--- src/logic/sdram_cmd_pkg.sv ---
package sdram_cmd_pkg;

  // ------------------------------
  // Request address layout
  // ------------------------------
  localparam int ADDR_W = 26;
  localparam int ROW_W  = 14;       // Bits 25..12
  localparam int BANK_W = 3;        // Bits 11..9
  localparam int COL_W  = 9;        // Bits 8..0

  localparam int SD_ADDR_W = 14;
  localparam int MASK_W    = 4;

  // A10 high selects all banks on precharge
  localparam logic [SD_ADDR_W-1:0] PRCH_ALL_ADDR = 14'h0400;

  // ------------------------------
  // NOOP gap after each command
  // ------------------------------
  localparam int GAP_W = 4;

  localparam logic [GAP_W-1:0] GAP_ACTV   = 4'd3;
  localparam logic [GAP_W-1:0] GAP_PRCH   = 4'd3;
  localparam logic [GAP_W-1:0] GAP_ARSR   = 4'd10;
  localparam logic [GAP_W-1:0] GAP_ACCESS = 4'd4;   // READ and WRTE

  // SDRAM command pins {RAS#, CAS#, WE#}
  typedef enum logic [2:0] {
    NOOP = 3'b111,
    ACTV = 3'b011,    // Row open
    READ = 3'b101,
    WRTE = 3'b100,
    PRCH = 3'b010,    // Row close
    ARSR = 3'b001     // Auto refresh
  } sd_cmd_e;

  typedef enum logic {
    IDLE,
    GAP
  } seq_state_e;

endpackage

--- src/logic/command_output.sv ---
`timescale 1ns/1ns

module command_output
  import sdram_cmd_pkg::*;
(
  input  logic                 INPUT_CLK,
  input  logic                 RST,
  input  logic                 issue,
  input  sd_cmd_e              issue_cmd,
  input  logic [ROW_W-1:0]     row_q,
  input  logic [BANK_W-1:0]    bank_q,
  input  logic [COL_W-1:0]     col_q,
  input  logic [MASK_W-1:0]    mask_q,
  output sd_cmd_e              sd_command,
  output logic [SD_ADDR_W-1:0] sd_address,
  output logic [BANK_W-1:0]    sd_bank,
  output logic                 grant,
  output logic [MASK_W-1:0]    write_mask
);

  logic [SD_ADDR_W-1:0] fmt_addr;
  logic                 is_access;

  // ------------------------------
  // Address format per command
  // ------------------------------
  always_comb
  begin
    case (issue_cmd)
      ACTV:       fmt_addr = row_q;
      READ, WRTE: fmt_addr = {{(SD_ADDR_W-COL_W-1){1'b0}}, col_q, 1'b0};
      PRCH:       fmt_addr = PRCH_ALL_ADDR;
      default:    fmt_addr = '0;    // ARSR
    endcase
  end

  assign is_access = issue && ((issue_cmd == READ) || (issue_cmd == WRTE));

  always_ff @(posedge INPUT_CLK)
  begin
    if (RST)
    begin
      sd_command <= NOOP;
      grant      <= 1'b0;
    end
    else
    begin
      sd_command <= issue ? issue_cmd : NOOP;
      grant      <= is_access;              // Same cycle as READ/WRTE
    end
  end

  always_ff @(posedge INPUT_CLK)
  begin
    if (issue)
    begin
      sd_address <= fmt_addr;
      sd_bank    <= bank_q;
    end
    if (is_access)
      write_mask <= mask_q;
  end

endmodule

--- src/logic/command_sequencer.sv ---
`timescale 1ns/1ns

module command_sequencer
  import sdram_cmd_pkg::*;
(
  input  logic              INPUT_CLK,
  input  logic              RST,
  input  logic              req_q,
  input  logic              we_q,
  input  logic [ROW_W-1:0]  row_q,
  input  logic [BANK_W-1:0] bank_q,
  input  logic              refresh_pending,
  output logic              issue,
  output sd_cmd_e           issue_cmd,
  output logic              refresh_done
);

  seq_state_e        state;
  logic [GAP_W-1:0]  gap_cnt;

  logic              page_open;
  logic [ROW_W-1:0]  open_row;
  logic [BANK_W-1:0] open_bank;

  logic              page_hit;
  sd_cmd_e           next_cmd;
  logic [GAP_W-1:0]  next_gap;

  assign page_hit = page_open && (open_row == row_q) && (open_bank == bank_q);

  // ------------------------------
  // Command choice
  // ------------------------------
  always_comb
  begin
    next_cmd = NOOP;
    if (refresh_pending)
      next_cmd = page_open ? PRCH : ARSR;     // Refresh first
    else if (req_q)
    begin
      if (page_hit)
        next_cmd = we_q ? WRTE : READ;
      else if (page_open)
        next_cmd = PRCH;                      // Wrong page closes all banks
      else
        next_cmd = ACTV;
    end
  end

  always_comb
  begin
    case (next_cmd)
      ACTV:    next_gap = GAP_ACTV;
      PRCH:    next_gap = GAP_PRCH;
      ARSR:    next_gap = GAP_ARSR;
      default: next_gap = GAP_ACCESS;
    endcase
  end

  assign issue        = (state == IDLE) && (next_cmd != NOOP);
  assign issue_cmd    = next_cmd;
  assign refresh_done = issue && (next_cmd == ARSR);

  // ------------------------------
  // State and gap counter
  // ------------------------------
  always_ff @(posedge INPUT_CLK)
  begin
    if (RST)
    begin
      state   <= IDLE;
      gap_cnt <= '0;
    end
    else
    begin
      case (state)
        IDLE:
          if (issue)
          begin
            gap_cnt <= next_gap - 1'b1;   // Counts down to zero
            state   <= GAP;
          end
        GAP:
          if (gap_cnt == '0)
            state <= IDLE;
          else
            gap_cnt <= gap_cnt - 1'b1;
        default:
          state <= IDLE;
      endcase
    end
  end

  // ------------------------------
  // Open page tracking
  // ------------------------------
  always_ff @(posedge INPUT_CLK)
  begin
    if (RST)
      page_open <= 1'b0;
    else if (issue)
    begin
      if (next_cmd == ACTV)
        page_open <= 1'b1;
      else if ((next_cmd == PRCH) || (next_cmd == ARSR))
        page_open <= 1'b0;
    end
  end

  always_ff @(posedge INPUT_CLK)
  begin
    if (issue && (next_cmd == ACTV))
    begin
      open_row  <= row_q;
      open_bank <= bank_q;
    end
  end

endmodule

--- src/logic/request_capture.sv ---
`timescale 1ns/1ns

module request_capture
  import sdram_cmd_pkg::*;
(
  input  logic              INPUT_CLK,
  input  logic              RST,
  input  logic              req,
  input  logic              we,
  input  logic [ADDR_W-1:0] address,
  input  logic [MASK_W-1:0] write_mask_in,
  input  logic              refresh_strobe,
  input  logic              refresh_done,
  output logic              req_q,
  output logic              we_q,
  output logic [ROW_W-1:0]  row_q,
  output logic [BANK_W-1:0] bank_q,
  output logic [COL_W-1:0]  col_q,
  output logic [MASK_W-1:0] mask_q,
  output logic              refresh_pending
);

  // ------------------------------
  // Request level
  // ------------------------------
  always_ff @(posedge INPUT_CLK)
  begin
    if (RST)
      req_q <= 1'b0;
    else
      req_q <= req;
  end

  // Operands held stable by the requester until grant
  always_ff @(posedge INPUT_CLK)
  begin
    we_q   <= we;
    row_q  <= address[ADDR_W-1 -: ROW_W];
    bank_q <= address[COL_W +: BANK_W];
    col_q  <= address[COL_W-1:0];
    mask_q <= write_mask_in;
  end

  // ------------------------------
  // Pending refresh
  // ------------------------------
  always_ff @(posedge INPUT_CLK)
  begin
    if (RST)
      refresh_pending <= 1'b0;
    else if (refresh_strobe)
      refresh_pending <= 1'b1;    // New strobe beats the clear
    else if (refresh_done)
      refresh_pending <= 1'b0;
  end

endmodule

--- src/logic/sdram_cmd_top.sv ---
`timescale 1ns/1ns

module sdram_cmd_top
  import sdram_cmd_pkg::*;
(
  input  logic                 INPUT_CLK,
  input  logic                 RST,
  input  logic                 req,
  input  logic                 we,
  input  logic [ADDR_W-1:0]    address,
  input  logic [MASK_W-1:0]    write_mask_in,
  input  logic                 refresh_strobe,
  output sd_cmd_e              sd_command,
  output logic [SD_ADDR_W-1:0] sd_address,
  output logic [BANK_W-1:0]    sd_bank,
  output logic                 grant,
  output logic [MASK_W-1:0]    write_mask
);

  logic              req_q;
  logic              we_q;
  logic [ROW_W-1:0]  row_q;
  logic [BANK_W-1:0] bank_q;
  logic [COL_W-1:0]  col_q;
  logic [MASK_W-1:0] mask_q;
  logic              refresh_pending;
  logic              refresh_done;
  logic              issue;
  sd_cmd_e           issue_cmd;

  request_capture i_request_capture (
    .INPUT_CLK       (INPUT_CLK),
    .RST             (RST),
    .req             (req),
    .we              (we),
    .address         (address),
    .write_mask_in   (write_mask_in),
    .refresh_strobe  (refresh_strobe),
    .refresh_done    (refresh_done),
    .req_q           (req_q),
    .we_q            (we_q),
    .row_q           (row_q),
    .bank_q          (bank_q),
    .col_q           (col_q),
    .mask_q          (mask_q),
    .refresh_pending (refresh_pending)
  );

  command_sequencer i_command_sequencer (
    .INPUT_CLK       (INPUT_CLK),
    .RST             (RST),
    .req_q           (req_q),
    .we_q            (we_q),
    .row_q           (row_q),
    .bank_q          (bank_q),
    .refresh_pending (refresh_pending),
    .issue           (issue),
    .issue_cmd       (issue_cmd),
    .refresh_done    (refresh_done)
  );

  command_output i_command_output (
    .INPUT_CLK  (INPUT_CLK),
    .RST        (RST),
    .issue      (issue),
    .issue_cmd  (issue_cmd),
    .row_q      (row_q),
    .bank_q     (bank_q),
    .col_q      (col_q),
    .mask_q     (mask_q),
    .sd_command (sd_command),
    .sd_address (sd_address),
    .sd_bank    (sd_bank),
    .grant      (grant),
    .write_mask (write_mask)
  );

endmodule

--- config.mk ---
export PLATFORM = sky130hd
export DESIGN_NAME = sdram_cmd_top
export DESIGN_NICKNAME = d
export VERILOG_FILES = /design/src/logic/sdram_cmd_pkg.sv /design/src/logic/command_output.sv /design/src/logic/command_sequencer.sv /design/src/logic/request_capture.sv /design/src/logic/sdram_cmd_top.sv
export SDC_FILE = /design/constraint.sdc
export NUM_CORES = 1
export LEC_CHECK = 0
export BUFFER_PORTS_ARGS = -buffer_cell sky130_fd_sc_hd__buf_4
export CELL_PAD_IN_SITES_DETAIL_PLACEMENT = 1
export CELL_PAD_IN_SITES_GLOBAL_PLACEMENT = 2
export CORE_UTILIZATION = 36
export CTS_BUF_LIST = sky130_fd_sc_hd__clkbuf_16
export DETAILED_ROUTE_END_ITERATION = 10
export PLACE_DENSITY = 0.76
export SLEW_MARGIN = 25
export SYNTH_ARGS = -nofsm -noshare
export SYNTH_HDL_FRONTEND = slang
export SYNTH_HIERARCHICAL = 1
export SYNTH_SLANG_ARGS = --single-unit
--- constraint.sdc ---
create_clock -name INPUT_CLK -period 3.17 [get_ports INPUT_CLK]
set_clock_uncertainty 0.15 [all_clocks]
set_input_delay 0.317 -clock INPUT_CLK [delete_from_list [all_inputs] [get_ports INPUT_CLK]]
set_output_delay 0.317 -clock INPUT_CLK [all_outputs]
set_load 0.005 [all_outputs]
=== Word-level counts from Yosys, hierarchy flattened ===
Index checks and enable logic that the tools add are counted.

* Bitwise operators: 2
* Mux-type cells: 18
* Equal/unequal tests: 10
* Reduce and logical (&&, ||, !) cells: 16
* Add/subtract/negate cells: 2

{| class="wikitable"
|+ Operators by type and width
! cell !! number
|-
| case mux 14 bit (3 select lines) || 1
|-
| case mux 4 bit (2 select lines) || 2
|-
| equality test 14 bit || 1
|-
| two-way mux 3 bit || 3
|-
| two-way mux 1 bit || 8
|-
| two-way mux 4 bit || 2
|-
| subtractor 4 x 1 -> 4 bit (second input constant) || 2
|-
| equality test 3 x 2 -> 1 bit (second input constant) || 2
|-
| equality test 3 bit (second input constant) || 2
|-
| logical AND 1 bit || 6
|-
| OR reduction 2 bit || 3
|-
| zero test 4 bit || 1
|-
| AND reduction 2 bit || 2
|-
| nonzero test 2 bit || 2
|-
| equality test 3 x 1 -> 1 bit (second input constant) || 1
|-
| equality test 3 bit || 1
|-
| != test 3 bit (second input constant) || 1
|-
| logical OR 1 bit || 2
|-
| two-way mux 2 bit || 1
|-
| != test 2 x 1 -> 1 bit (second input constant) || 1
|-
| != test 2 bit (second input constant) || 1
|-
| NOT 1 bit || 2
|-
| case mux 1 bit (2 select lines) || 1
|}

* Input bits: 35
* Word-level logic and storage cells: 65
* Register bits after elaboration: 81

=== Depth between registers and ports, before layout ===
* Depth in word-level cells: 12
* Depth in mapped cells: 10
* Mapped depth without buffers: 10

=== By module ===
Netlist, hierarchy kept.

{| class="wikitable"
|+ Modules (own cells, without submodules)
! module !! area each (um2) !! seq. area each (um2) !! cells each !! instances
|-
| command_sequencer || 1148.6 || 630.6 || 99 || 1
|-
| command_output || 897.1 || 710.7 || 50 || 1
|-
| request_capture || 685.7 || 660.6 || 37 || 1
|}

=== Least setup slack after synthesis ===
OpenSTA, ideal clock, no wires.

* Path type: register to register
* Start point: register i_request_capture.refresh_pending
* End point: register i_command_sequencer.open_bank[0], enable pin
* Library setup time: 0.413 ns
* Stages on the path, launching flop included: 4
* Buffers on the path: 1
* Required time: 2.607 ns
* Slack: 0.747 ns
* Arrival time: 1.861 ns
* Cells stage by stage: dfxtp_1 -> clkbuf_1 -> nand2b_1 -> nor3_1

* Word-level cells in the longest chain between the ends: 4
* Elaborated cells between the ends (all ways): 5

{| class="wikitable"
|+ Ends and longest elaborated chain
! item !! line !! source
|-
| from (decl) || request_capture.sv:20 || <nowiki>output logic refresh_pending</nowiki>
|-
| from (signal assigned) || request_capture.sv:50 || <nowiki>refresh_pending <= 1'b0;</nowiki>
|-
| from (signal assigned) || request_capture.sv:52 || <nowiki>refresh_pending <= 1'b1;</nowiki>
|-
| from (signal assigned) || request_capture.sv:54 || <nowiki>refresh_pending <= 1'b0;</nowiki>
|-
| two-way mux 3 bit * || command_sequencer.sv:37 || <nowiki>if (refresh_pending)</nowiki>
|-
| != test 3 bit || command_sequencer.sv:60 || <nowiki>assign issue = (state == IDLE) && (next_cmd != NOOP);</nowiki>
|-
| logical AND 1 bit || command_sequencer.sv:60 ||
|-
| logical AND 1 bit * || command_sequencer.sv:112 || <nowiki>if (issue && (next_cmd == ACTV))</nowiki>
|-
| to (signal assigned) || command_sequencer.sv:115 || <nowiki>open_bank <= bank_q;</nowiki>
|-
| to (decl) || command_sequencer.sv:23 || <nowiki>logic [BANK_W-1:0] open_bank;</nowiki>
|}

Mark *: on every way between the ends. The rest lies on a longest branch, timed or not.
A chain may end at the register's enable or synchronous reset.

=== Final worst setup path ===
* Start point: register i_command_sequencer.open_row[3]
* End point: register i_command_output.sd_address[9], data pin

* Word-level cells in the longest chain between the ends: 9
* Elaborated cells between the ends (all ways): 12

{| class="wikitable"
|+ Ends and longest elaborated chain
! item !! line !! source
|-
| from (decl) || command_sequencer.sv:22 || <nowiki>logic [ROW_W-1:0] open_row;</nowiki>
|-
| from (signal assigned) || command_sequencer.sv:114 || <nowiki>open_row <= row_q;</nowiki>
|-
| equality test 14 bit * || command_sequencer.sv:29 || <nowiki>assign page_hit = page_open && (open_row == row_q) && (open_bank == bank_q);</nowiki>
|-
| logical AND 1 bit * (2 in series) || command_sequencer.sv:29 ||
|-
| two-way mux 3 bit * || command_sequencer.sv:41 || <nowiki>if (page_hit)</nowiki>
|-
| two-way mux 3 bit * || command_sequencer.sv:39 || <nowiki>else if (req_q)</nowiki>
|-
| two-way mux 3 bit * || command_sequencer.sv:37 ||
|-
| via issue_cmd[2] || sdram_cmd_top.sv:29 || <nowiki>sd_cmd_e issue_cmd;</nowiki>
|-
| equality test 3 bit || command_output.sv:29 || <nowiki>case (issue_cmd)</nowiki>
|-
| OR reduction 2 bit || command_output.sv:29 ||
|-
| case mux 14 bit (3 select lines) * || command_output.sv:29 ||
|-
| via i_command_output.fmt_addr[9] || command_output.sv:21 || <nowiki>logic [SD_ADDR_W-1:0] fmt_addr;</nowiki>
|-
| to (signal assigned) || command_output.sv:57 || <nowiki>sd_address <= fmt_addr;</nowiki>
|-
| to (decl) || command_output.sv:15 || <nowiki>output logic [SD_ADDR_W-1:0] sd_address,</nowiki>
|}

The timed path passes the listed nets; every way through them passes the cells marked *.

==> impl_summary.log <==
[metrics] outcome: completed
[metrics] fin area: approximately 3900 µm²
[metrics] Worst R2R Start: i_command_sequencer/open_row[3]
[metrics] worst-case hold path end point: i_request_capture/req_q
[metrics] Relative slew margins: 0.655
[metrics] via count of the first global-routing pass: approximately 1900
[metrics] Antenna Violating Nets Remaining: 0
[metrics] startpoint type of the worst setup path: register
[metrics] area inside the core boundary: 7290 µm²
[metrics] input/output buffers: 59
[metrics] Synth Warn #: 6
[metrics] Final Routed Wirelength: roughly 6000 µm
[metrics] kind of end point of the critical path: register
[metrics] number of setup buffers added after CTS: 0
[metrics] pin count of the biggest net entering global routing: 15
[metrics] IO Pins: 60
[metrics] router iterations before antenna repair: 4
[metrics] floorplan die height: around 89 µm
[metrics] wire length of the first global-routing pass: between 9000 and 10000 µm
[metrics] count of standard-cell rows: 31
[metrics] leading post-synthesis cells by cell area: edfxtp_1 42%, dfxtp_1 32%, xnor2_1 5.1%
[metrics] width of the die: 89.1 µm
[metrics] count of filler cells inserted in the layout: between 700 and 800
[metrics] Power Density: between 600 and 700 nW/µm²
[metrics] number of sinks on the clock net: 81
[metrics] count of cells resized by post-cts repair: 0
[metrics] global-route usage over all layers: 0.170
[metrics] Max Clock Freq: 401 MHz
[metrics] Commonest cells post-synth: 43 x dfxtp_1, 38 x edfxtp_1, 16 x xnor2_1
[metrics] P&R area growth vs syn: 43.2%
[metrics] most instantiated flip-flop cell in the synthesis netlist: dfxtp_1
[metrics] setup repair after global routing missed its margin: no
[metrics] period utilization: 0.788
[metrics] routability congestion estimate: between 0.7 and 0.8
[metrics] Crit path arrival time: between 2000 and 2500 ps
[metrics] area share of the leading cell type in the synthesized netlist: 0.418
[metrics] Hold Crit Class: in -> reg
[metrics] Crit Path Max Fanout: 13
[metrics] final number of max-transition violations: 0
[metrics] DR DRC count: 0
[metrics] Reg2Reg Setup Slack: 670 ps
[metrics] min Tclk post-route: between 2000 and 2500 ps
[metrics] slew at the pin closest to its max-slew limit: 515 ps
[metrics] Setup Viol. Count Final: 0
[metrics] Critical path buffers and inverters: 0
[metrics] hpwl dp: 3980 µm
[metrics] Syn Nets: between 200 and 250
[metrics] mapped cell area: around 2700 µm²
[metrics] final setup TNS: 0 ps
[metrics] async set-or-reset flop fraction in the synthesized netlist: 0
[metrics] floorplan die area: 7940 µm²
[metrics] Via density: approximately 4.6
[metrics] flops & latches, synth: 81
[metrics] worst hold path depth: 2
[metrics] number of buffers between clock root and the deepest sink: 2
[metrics] Data required, critical path: roughly 3100 ps
[metrics] effective utilization at floorplan: 0.375
[metrics] number of buffers created by CTS: 9
[metrics] instance area after placement: 3290 µm²
[metrics] dominant cell type by area after synthesis: edfxtp_1
[metrics] clock-pin transition on the worst setup and hold timing paths: 60 ps
[metrics] r2r endpoint: i_command_output/sd_address[9]
[metrics] Post-Synthesis Cells: 186
[metrics] instance count after placement with tap cells included: 342
[metrics] sum of internal, switching and leakage power: between 2000 and 3000 µW
[metrics] Pleak: 0.00152 µW
[metrics] Distinct cells, synth: 40
[metrics] area used by multi-input combinational logic: 686 µm²
[metrics] number of standard cells in the layout, taps in and fillers out: between 300 and 400
[metrics] average cell area after synthesis: around 15 µm²
[metrics] clock latency at the later pin of the worst-skew pair: around 330 ps
[metrics] CP top delay family: simple AND/OR/NAND/NOR gates
[metrics] CP Cell Sequence: xnor2_1 > nand4_1 > nor3_2 > nand2_2 > a21oi_1 > and3b_1 > a22o_1
[metrics] start point of the worst min-delay path: req
[metrics] count of final hold-check violations: 0
[metrics] TritonCTS clock tree: done
[metrics] # nets final: 321
[metrics] Inserted Diodes: 0
[metrics] IR Drop Worst-Case VDD: between 0.2 and 0.3 mV
[metrics] Final Util: 0.536
[metrics] Max stage delay on crit path: around 400 ps
[metrics] routed len/inst: ~15 µm
[metrics] portion of the post-synthesis area used by sequential elements: 0.733
[metrics] Sequential Area: roughly 2000 µm²
[metrics] total congestion overflow after global routing: 0
[metrics] number of cells traversed by the worst register-to-register path: 7
[metrics] Maximum Capacitance Violations: 0
[metrics] library cell used as clock root buffer: clkbuf_16
[metrics] number of enable flip-flop cells after synthesis: 38
[metrics] Slowest cell on crit path: edfxtp_1
[metrics] layout cells sized above 1: 0.303
[metrics] path type of the worst setup path: reg -> reg
[metrics] first-iteration detailed-routing DRC count: a little under 100
[metrics] number of antenna violations at the first check in global routing: 0
[metrics] DR vias: ~1800
[metrics] number of hold-repair buffers added at the cts stage: 31
[metrics] cell with the most instances after synthesis: dfxtp_1
[metrics] H-tree depth: 3
[stage by stage]
step | setup WS (ps) | hold slack (ps)
finish | 673 | 42.6
global route | 446 | 70.6
CTS | 610 | 30.0
detailed placement | 625 | 240
global placement | 788 | 237
floorplan | 747 | 195
[power breakdown]
group / total, µW / switching, µW / internal, µW / leakage (µW)
logic: 259 / 111 / 148 / 0.000649
clock network: 1030 / 403 / 624 / 0.000147
registers: 1230 / 49.5 / 1180 / 0.000719
total: 2510 / 564 / 1950 / 0.00152
[cell usage in the layout, fill, tap and decap left out, types with 2 or more instances in the layout]
master | synthesis | routed
dfxtp_1 | 43 | 43
edfxtp_1 | 38 | 38
dlygate4sd3_1 | 0 | 31
nand2_1 | 5 | 5
nor3_2 | 2 | 3
clkinv_1 | 0 | 2
nor3_1 | 3 | 2
a22o_1 | 9 | 9
nor2_1 | 7 | 6
inv_1 | 4 | 4
nor2_2 | 1 | 2
and2_1 | 6 | 6
nand2b_1 | 5 | 5
nor2b_1 | 5 | 5
buf_4 | 0 | 62
xnor2_1 | 16 | 16
o21ai_0 | 6 | 6
a21oi_1 | 5 | 5
nand4_1 | 5 | 5
clkbuf_16 | 0 | 11
[layout make-up]
cell class                      instances  area share
Clock inverter                          5     0.00832
Timing Repair Buffer                   93       0.198
Sequential cell                        81       0.512
Multi-Input combinational cell         96       0.175
Inverter                                4     0.00384
Clock buffer                           11      0.0704
Tap cell                               99      0.0317
[layer usage]
metal	share of wire	GRT usage
met5	0	0
met4	0.010	0.0606
met3	0.039	0.0619
met2	0.52	0.287
met1	0.43	0.199
[state kept, by name, summed over array words and instances, names as in the netlist]
register	cells
i_command_output/grant	1
i_command_output/sd_address	14
i_command_output/sd_bank	3
i_command_output/sd_command	3
i_command_output/write_mask	4
i_command_sequencer/gap_cnt	4
i_command_sequencer/open_bank	3
i_command_sequencer/open_row	14
i_command_sequencer/page_open	1
i_command_sequencer/state	1
i_request_capture/bank_q	3
i_request_capture/col_q	9
i_request_capture/mask_q	4
i_request_capture/refresh_pending	1
i_request_capture/req_q	1
i_request_capture/row_q	14
i_request_capture/we_q	1
[worst max path at each step]
stage	startpoint	endpoint	cells after the start
after global placement	i_command_sequencer/open_row[7]	i_command_output/sd_address[6]	7
after CTS	i_command_sequencer/open_row[3]	i_command_output/sd_address[9]	7
after floorplan	i_request_capture/refresh_pending	i_command_sequencer/open_bank[0]	3
final	i_command_sequencer/open_row[3]	i_command_output/sd_address[9]	7
after detailed placement	i_command_sequencer/open_row[3]	i_command_output/sd_address[9]	7
after global routing	i_command_sequencer/open_row[3]	i_command_output/sd_address[9]	7
[kinds of logic (layout without fill, tap and decap cells)]
| kind of cell | after synthesis | in the layout | share of synthesized area |
|---|---|---|---|
| AOI/OAI and AO/OA | 30 | 30 | 0.0820 |
| xor gates and xnor gates | 17 | 17 | 0.0545 |
| adders and majority gates | 1 | 1 | 0.00458 |
| buffers and inverters | 9 | 113 | 0.0188 |
| DFF | 81 | 81 | 0.733 |
| muxes | 1 | 1 | 0.00412 |
| and+or+nand+nor | 47 | 47 | 0.103 |
Power figures use the tool's default switching activity.
